--- src/narrator_config.svh ---
`ifndef NARRATOR_CONFIG_SVH
`define NARRATOR_CONFIG_SVH

// ====================
// Sample clock divisor
// ====================

// Divisor out of reset, about 14.4 kHz at 50 MHz
`define NARR_DIV_DEFAULT 3472

// Change per speed strobe
`define NARR_DIV_STEP 100

// Clamp range for the divisor
`define NARR_DIV_MIN 200
`define NARR_DIV_MAX 8000

// ====================
// Flash layout
// ====================

`define NARR_WORDS_PER_PHONEME 4   // Words read per phoneme
`define NARR_PHONEME_SPAN 16       // Word distance between phoneme starts

// ====================
// LED meter
// ====================

`define NARR_METER_WINDOW 16       // Valid samples per averaging window

`endif
--- src/narrator_pkg.sv ---
package narrator_pkg;

  // Vectors with a meaning of their own
  typedef logic signed [7:0] sample_t;
  typedef logic [31:0]       flash_word_t;
  typedef logic [22:0]       word_addr_t;
  typedef logic [15:0]       divisor_t;
  typedef logic [7:0]        phoneme_t;
  typedef logic [7:0]        led_bar_t;

  // Flash master side, read only
  typedef struct packed {
    logic       read;
    word_addr_t address;
  } flash_req_t;

  // Flash slave side
  typedef struct packed {
    logic        waitrequest;
    logic        readdatavalid;
    flash_word_t readdata;
  } flash_rsp_t;

  // Player FSM
  typedef enum logic [2:0] {
    st_idle,
    st_request,      // Read held until accepted
    st_await_data,   // One read outstanding
    st_play,         // Four bytes out on ticks
    st_finish
  } player_state_t;

endpackage

--- src/narrator_top.sv ---
`timescale 1ns/100ps

module narrator_top (
  input  logic                     CLK_50M,
  input  logic                     arst_n,
  input  logic                     speed_up,
  input  logic                     speed_down,
  input  logic                     speed_reset,
  input  narrator_pkg::phoneme_t   phoneme,
  input  logic                     start,
  output narrator_pkg::flash_req_t flash_req,
  input  narrator_pkg::flash_rsp_t flash_rsp,
  output narrator_pkg::sample_t    sample,
  output logic                     sample_valid,
  output logic                     busy,
  output logic                     done,
  output narrator_pkg::led_bar_t   led_bar,
  output narrator_pkg::divisor_t   divisor
);
  import narrator_pkg::*;

  logic tick;   // Sample rate strobe

  sample_rate_gen rate_gen (
    .CLK_50M     (CLK_50M),
    .arst_n      (arst_n),
    .speed_up    (speed_up),
    .speed_down  (speed_down),
    .speed_reset (speed_reset),
    .divisor     (divisor),      // Shown where the 7-seg used to be
    .tick        (tick)
  );

  sample_player player (
    .CLK_50M      (CLK_50M),
    .arst_n       (arst_n),
    .phoneme      (phoneme),
    .start        (start),
    .tick         (tick),
    .flash_req    (flash_req),
    .flash_rsp    (flash_rsp),   // Only flash master
    .sample       (sample),
    .sample_valid (sample_valid),
    .busy         (busy),
    .done         (done)
  );

  level_meter meter (
    .CLK_50M      (CLK_50M),
    .arst_n       (arst_n),
    .sample       (sample),
    .sample_valid (sample_valid),
    .led_bar      (led_bar)
  );

endmodule

--- src/level_meter.sv ---
`timescale 1ns/100ps
`include "narrator_config.svh"

module level_meter (
  input  logic                   CLK_50M,
  input  logic                   arst_n,
  input  narrator_pkg::sample_t  sample,
  input  logic                   sample_valid,
  output narrator_pkg::led_bar_t led_bar
);
  import narrator_pkg::*;

  localparam int WINDOW   = `NARR_METER_WINDOW;
  localparam int CNT_W    = $clog2(WINDOW + 1);
  localparam int ACC_W    = 9 + CNT_W;   // 9-bit magnitude times window
  localparam int BAR_W    = $bits(led_bar_t);
  localparam int BAR_STEP = 16;          // Mean per lit LED

  logic [8:0]       mag;       // -128 gives 128
  logic [CNT_W-1:0] win_cnt;
  logic [ACC_W-1:0] acc;
  logic [ACC_W-1:0] total;
  logic [ACC_W-1:0] mean;
  logic [ACC_W-1:0] level;
  led_bar_t         bar_next;

  // ====================
  // Magnitude and bar
  // ====================
  always_comb
  begin
    if (sample[7])
      mag = ~{sample[7], sample} + 9'd1;
    else
      mag = {1'b0, sample};

    total = acc + ACC_W'(mag);
    mean  = total / ACC_W'(WINDOW);
    level = mean / ACC_W'(BAR_STEP);

    // Thermometer code, saturates when level passes the width
    for (int i = 0; i < BAR_W; i++)
      bar_next[i] = (ACC_W'(i) < level);
  end

  always_ff @(posedge CLK_50M or negedge arst_n)
  begin
    if (!arst_n)
    begin
      win_cnt <= '0;
      acc     <= '0;
      led_bar <= '0;
    end
    else if (sample_valid)
    begin
      if (win_cnt == CNT_W'(WINDOW - 1))
      begin
        win_cnt <= '0;
        acc     <= '0;         // Window closed, start over
        led_bar <= bar_next;
      end
      else
      begin
        win_cnt <= win_cnt + 1'b1;
        acc     <= total;
      end
    end
  end

endmodule

--- src/sample_player.sv ---
`timescale 1ns/100ps
`include "narrator_config.svh"

module sample_player (
  input  logic                     CLK_50M,
  input  logic                     arst_n,
  input  narrator_pkg::phoneme_t   phoneme,
  input  logic                     start,
  input  logic                     tick,
  output narrator_pkg::flash_req_t flash_req,
  input  narrator_pkg::flash_rsp_t flash_rsp,
  output narrator_pkg::sample_t    sample,
  output logic                     sample_valid,
  output logic                     busy,
  output logic                     done
);
  import narrator_pkg::*;

  localparam int WORDS  = `NARR_WORDS_PER_PHONEME;
  localparam int WCNT_W = $clog2(WORDS + 1);

  localparam word_addr_t PHONEME_SPAN = word_addr_t'(`NARR_PHONEME_SPAN);
  localparam logic [WCNT_W-1:0] LAST_WORD = WCNT_W'(WORDS - 1);

  player_state_t     state;
  word_addr_t        word_addr;   // Address of the current word
  logic [WCNT_W-1:0] word_cnt;    // Words done in this phoneme
  logic [1:0]        byte_idx;    // Next byte of the word
  logic              silent;      // Phoneme 0, no flash traffic
  flash_word_t       word_buf;

  logic accept_start;
  logic emit;
  logic last_byte;
  logic last_word;

  assign accept_start = (state == st_idle) && start && !busy;
  assign emit         = (state == st_play) && tick;
  assign last_byte    = (byte_idx == 2'd3);
  assign last_word    = (word_cnt == LAST_WORD);

  // Read is a level straight from the FSM
  always_comb
  begin
    flash_req.read    = (state == st_request);
    flash_req.address = word_addr;
  end

  // ====================
  // Control FSM
  // ====================
  always_ff @(posedge CLK_50M or negedge arst_n)
  begin
    if (!arst_n)
    begin
      state        <= st_idle;
      word_addr    <= '0;
      word_cnt     <= '0;
      byte_idx     <= '0;
      silent       <= 1'b0;
      busy         <= 1'b0;
      done         <= 1'b0;
      sample_valid <= 1'b0;
    end
    else
    begin
      sample_valid <= 1'b0;   // Single-cycle strobes
      done         <= 1'b0;

      case (state)
        st_idle:
        begin
          if (accept_start)
          begin
            word_addr <= word_addr_t'(phoneme) * PHONEME_SPAN;
            word_cnt  <= '0;
            byte_idx  <= '0;
            silent    <= (phoneme == '0);
            busy      <= 1'b1;
            // Silence goes straight to playing zeros
            state     <= (phoneme == '0) ? st_play : st_request;
          end
        end

        st_request:
        begin
          if (!flash_rsp.waitrequest)
            state <= st_await_data;   // Accepted this cycle
        end

        st_await_data:
        begin
          if (flash_rsp.readdatavalid)
            state <= st_play;
        end

        st_play:
        begin
          if (emit)
          begin
            sample_valid <= 1'b1;
            byte_idx     <= byte_idx + 1'b1;
            if (last_byte)
            begin
              if (last_word)
                state <= st_finish;
              else
              begin
                word_cnt  <= word_cnt + 1'b1;
                word_addr <= word_addr + 1'b1;
                state     <= silent ? st_play : st_request;
              end
            end
          end
        end

        st_finish:
        begin
          // One cycle after the last sample
          done  <= 1'b1;
          busy  <= 1'b0;
          state <= st_idle;
        end

        default: state <= st_idle;
      endcase
    end
  end

  // ====================
  // Word and sample data
  // ====================
  always_ff @(posedge CLK_50M)
  begin
    if (accept_start)
      word_buf <= '0;   // Silent words stay at zero
    else if (state == st_await_data && flash_rsp.readdatavalid)
      word_buf <= flash_rsp.readdata;

    if (emit)
      sample <= word_buf[{byte_idx, 3'b000} +: 8];   // LSB first
  end

endmodule

--- src/sample_rate_gen.sv ---
`timescale 1ns/100ps
`include "narrator_config.svh"

module sample_rate_gen (
  input  logic                   CLK_50M,
  input  logic                   arst_n,
  input  logic                   speed_up,
  input  logic                   speed_down,
  input  logic                   speed_reset,
  output narrator_pkg::divisor_t divisor,
  output logic                   tick
);
  import narrator_pkg::*;

  localparam divisor_t DIV_DEFAULT = divisor_t'(`NARR_DIV_DEFAULT);
  localparam divisor_t DIV_STEP    = divisor_t'(`NARR_DIV_STEP);
  localparam divisor_t DIV_MIN     = divisor_t'(`NARR_DIV_MIN);
  localparam divisor_t DIV_MAX     = divisor_t'(`NARR_DIV_MAX);

  divisor_t tick_cnt;   // Counts down to the next tick

  // ====================
  // Divisor register
  // ====================
  always_ff @(posedge CLK_50M or negedge arst_n)
  begin
    if (!arst_n)
      divisor <= DIV_DEFAULT;
    else if (speed_reset)
      divisor <= DIV_DEFAULT;   // Reset wins over up and down
    else if (speed_up)
    begin
      // Smaller divisor means faster playback
      if (divisor <= DIV_MIN + DIV_STEP)
        divisor <= DIV_MIN;
      else
        divisor <= divisor - DIV_STEP;
    end
    else if (speed_down)
    begin
      if (divisor >= DIV_MAX - DIV_STEP)
        divisor <= DIV_MAX;
      else
        divisor <= divisor + DIV_STEP;
    end
  end

  // ====================
  // Tick generator
  // ====================
  always_ff @(posedge CLK_50M or negedge arst_n)
  begin
    if (!arst_n)
    begin
      tick_cnt <= DIV_DEFAULT - 1'b1;
      tick     <= 1'b0;
    end
    else if (tick_cnt == '0)
    begin
      tick_cnt <= divisor - 1'b1;   // Reload picks up a new divisor
      tick     <= 1'b1;
    end
    else
    begin
      tick_cnt <= tick_cnt - 1'b1;
      tick     <= 1'b0;
    end
  end

endmodule

--- config.mk ---
export PLATFORM = sky130hd
export DESIGN_NAME = narrator_top
export DESIGN_NICKNAME = d
export VERILOG_FILES = /design/src/narrator_pkg.sv /design/src/narrator_top.sv /design/src/level_meter.sv /design/src/sample_player.sv /design/src/sample_rate_gen.sv
export VERILOG_INCLUDE_DIRS = /design/src /design/src/src
export SDC_FILE = /design/constraint.sdc
export NUM_CORES = 1
export LEC_CHECK = 0
export ABC_AREA = 1
export BUFFER_PORTS_ARGS = -buffer_cell sky130_fd_sc_hd__clkbuf_2
export CORE_UTILIZATION = 35
export DETAILED_ROUTE_END_ITERATION = 16
export SLEW_MARGIN = 15
export SYNTH_ARGS = -nofsm -noshare
export SYNTH_HDL_FRONTEND = slang
export SYNTH_SLANG_ARGS = --single-unit
--- constraint.sdc ---
create_clock -name CLK_50M -period 8.1 [get_ports CLK_50M]
set_clock_uncertainty 0.2 [all_clocks]
set_input_delay 1.62 -clock CLK_50M [delete_from_list [all_inputs] [get_ports CLK_50M]]
set_output_delay 1.62 -clock CLK_50M [all_outputs]
set_load 0.02 [all_outputs]
==> run_results.csv <==
group,metric,value,unit
route,drtAntennaViolNets,0,
final_layout,antenna_cells,0,
route,drt_iter0_markers,403,
logic_synthesis,ys_seq_area_frac,0.413,
clocking,clockBufferDepth,2,
grt,grt_pass1_wl,33000,µm
die,die_y,151,µm
sta,slew_headroom,0.342,
clocking,cts.reportedPaths.clkPinSlew,70,ps
setup_path,endpoint_kind,"register",
place,dp_hpwl,14700,µm
route,wl_per_cell,13.3,µm
final_layout,drive_above_1_share,0.144,
die,start_util,0.358,
logic_synthesis,synth_cells,1095,
run_status,status,"finished, final reports clean",
final_layout,stdcell_count,1486,
sta,finalHoldViolations,0,
setup_path,path_max_fanout,33,
place,portBuffers,104,
grt,grt_antenna_before_repair,0,
route,vias_per_cell,4.84,
die,rows,54,
clocking,root_buffer,"clkbuf_16",
logic_synthesis,synth_seq_cells,133,
setup_path,arrival,3650,ps
sta,rsz0062_at_grt,"no",
sta,setup_tns,0,ps
min_path,hold_path.class,"register to register",
grt,grt-ovfl-total,0,
clocking,tritoncts,"built",
grt,grt_start_max_net_pins,51,
route,vias,7191,
logic_synthesis,synth_warnings,0,
die,io_pins,107,
place,dp_cells,1454,
logic_synthesis,synth_ff_type,"dfrtp_1",
die,dieArea,22900,µm²
logic_synthesis,async_flop_share,0.699,
run,cap_violations,0,
die,fp.coreArea,21800,µm²
sta,setup_viol_count_final,0,
final_layout,area_delta_synth_final,17.0,%
pwr,max-vdd-ir-drop,130,µV
logic_synthesis,postSynthAreaPerCell,7.13,µm²
pwr,powerDensity,264,nW/µm²
sta,fmax,287,MHz
final_layout,nNetsFinal,1261,
clocking,post_cts_buffers,0,
route,drcViolationCount,0,
sta,period_needed,3480,ps
pwr,p_leak,4.43,nW
grt,grt_pass1_vias,6705,
setup_path,critPathLaunchType,"input pin",
clocking,cts_hold_buf,0,
sta,post-route-period-util,0.430,
sta,tightest_slew,985,ps
route,routed_wl,19800,µm
logic_synthesis,synth_edf_count,8,
setup_path,path_class,"input pin to register",
route,drtPass1Iterations,5,
clocking,clock_latency,420,ps
sta,drv_slew,0,
logic_synthesis,synth_area,7810,µm²
die,die_x,151,µm
clocking,htreeDepth,4,
place,gp_congestion,0.901,
grt,grtUsageTotal,0.182,
setup_path,crit_required,8260,ps
clocking,cts_sinks,133,
clocking,cts_resized,0,
final_layout,fillers,2271,
logic_synthesis,yosysUniqueCellTypes,51,
clocking,numCtsBuffers,17,
-- metal layers --
metal | track usage | up-vias | routed length (µm)
met5 | 0 | - | 0
met4 | 0.0500 | 0 | 168
met3 | 0.0386 | 16 | 861
met2 | 0.290 | 153 | 9150
met1 | 0.247 | 3282 | 9640
li1 | - | 3740 | -
-- state kept, by name, summed over array words and instances (netlist names), 3 cells and up --
register,flops
player.state,3
rate_gen.divisor,14
meter.acc,14
meter.led_bar,8
player.word_cnt,3
player.sample,8
player.word_buf,32
meter.win_cnt,5
player.word_addr,23
rate_gen.tick_cnt,16
-- synthesized netlist by cell type (2+ instances only) --
cell type	number	area share
nand2_1	266	0.13
nor2_1	177	0.085
inv_1	125	0.060
o21ai_0	104	0.067
nand3_1	83	0.053
dfrtp_1	80	0.26
dfxtp_1	32	0.082
xor2_1	24	0.027
a21oi_1	21	0.013
ha_1	19	0.030
nand4_1	16	0.013
nor3_1	16	0.010
o22ai_1	16	0.013
clkbuf_1	13	0.0063
dfstp_2	13	0.044
xnor2_1	10	0.011
edfxtp_1	8	0.031
buf_2	5	0.0032
buf_4	5	0.0048
nor4_1	5	0.0040
clkinv_1	4	0.0019
inv_2	4	0.0019
nand3b_1	4	0.0038
or2_2	4	0.0032
buf_1	3	0.0014
nor2_4	3	0.0043
o31ai_1	3	0.0029
a22o_1	2	0.0022
a31oi_1	2	0.0016
a32o_1	2	0.0026
and2_1	2	0.0016
buf_6	2	0.0029
nor2_2	2	0.0016
o21ai_1	2	0.0013
o31ai_2	2	0.0032
-- cell type report --
type	count	area [µm²]	area share
Clock buffer	17	425	0.0466
Clock inverter	15	160	0.0175
Inverter	133	499	0.0547
Multi-Input combinational cell	803	3950	0.432
Sequential cell	133	3220	0.353
Tap cell	280	350	0.0384
Timing Repair Buffer	105	531	0.0581
-- power by group --
| part | internal [mW] | leakage [nW] | switching [mW] |
|---|---|---|---|
| Clock | 0.414 | 0.291 | 0.349 |
| Combinational | 0.225 | 2.66 | 0.467 |
| Sequential | 0.835 | 1.48 | 0.118 |
-- cell usage in the layout (no fill, tap or decap), types with 3 or more instances in the layout --
master     synthesis  final
ha_1              19     19
nor2_4             3      3
nand3b_1           4      4
inv_1            125    125
dfrtp_1           80     80
conb_1             1      3
nand3_1           83     83
nor2_1           177    177
o22ai_1           16     16
nand4_1           16     16
clkinv_1           4      4
a21oi_1           21     21
nor4_1             5      5
inv_8              0      7
clkbuf_16          0     17
or2_2              4      4
inv_2              4      4
xnor2_1           10     10
dfstp_2           13     13
nand2_1          266    266
xor2_1            24     24
o21ai_0          104    104
edfxtp_1           8      8
nor3_1            16     16
o31ai_1            3      3
inv_6              0      3
clkbuf_2           0    103
dfxtp_1           32     32
-- worst paths after layout --
kind / from / to / slack [ps] / cells after the start
worst max-delay path: flash_rsp[32] / player.word_buf[15] / 4620 / 5
worst max register to register: player.sample[0] / meter.led_bar[4] / 5070 / 20
min in group asynchronous: arst_n / meter.led_bar[4] / 990 / 1
worst min register to register: rate_gen.tick_cnt[0] / rate_gen.tick_cnt[0] / 270 / 1
worst min-delay path: rate_gen.tick_cnt[0] / rate_gen.tick_cnt[0] / 270 / 1
max in group asynchronous: arst_n / meter.acc[4] / 5630 / 2
-- metrics by stage --
stage | utilization | cell area [µm²] | hold slack (ps) | setup WS [ps] | total power [mW]
final | 0.419 | 9140 | 265 | 4620 | 2.41
after global routing | 0.419 | 9140 | 283 | 4300 | 2.58
after CTS | 0.419 | 9140 | 266 | 4570 | 2.43
after detailed placement | 0.392 | 8550 | 249 | 4130 | 1.66
after global placement | 0.392 | 8550 | 250 | 4230 | 1.64
after floorplan | - | 7810 | 236 | 5200 | 1.48
-- cells by family after synthesis --
family                     synth area share
muxes                               0.00144
other                              0.000480
adders and majority gates            0.0330
xor gates and xnor gates             0.0381
AOI/OAI and AO/OA                     0.114
DFF                                   0.413
buffers and inverters                0.0825
and+or+nand+nor                       0.318
-- critical path, cell delays in order --
cell      delay, ps
clkbuf_2         90
nand3_1         670
inv_1          1020
nor2_1          110
nor2_1          120
Note: power is estimated with default switching activity, not from simulation.
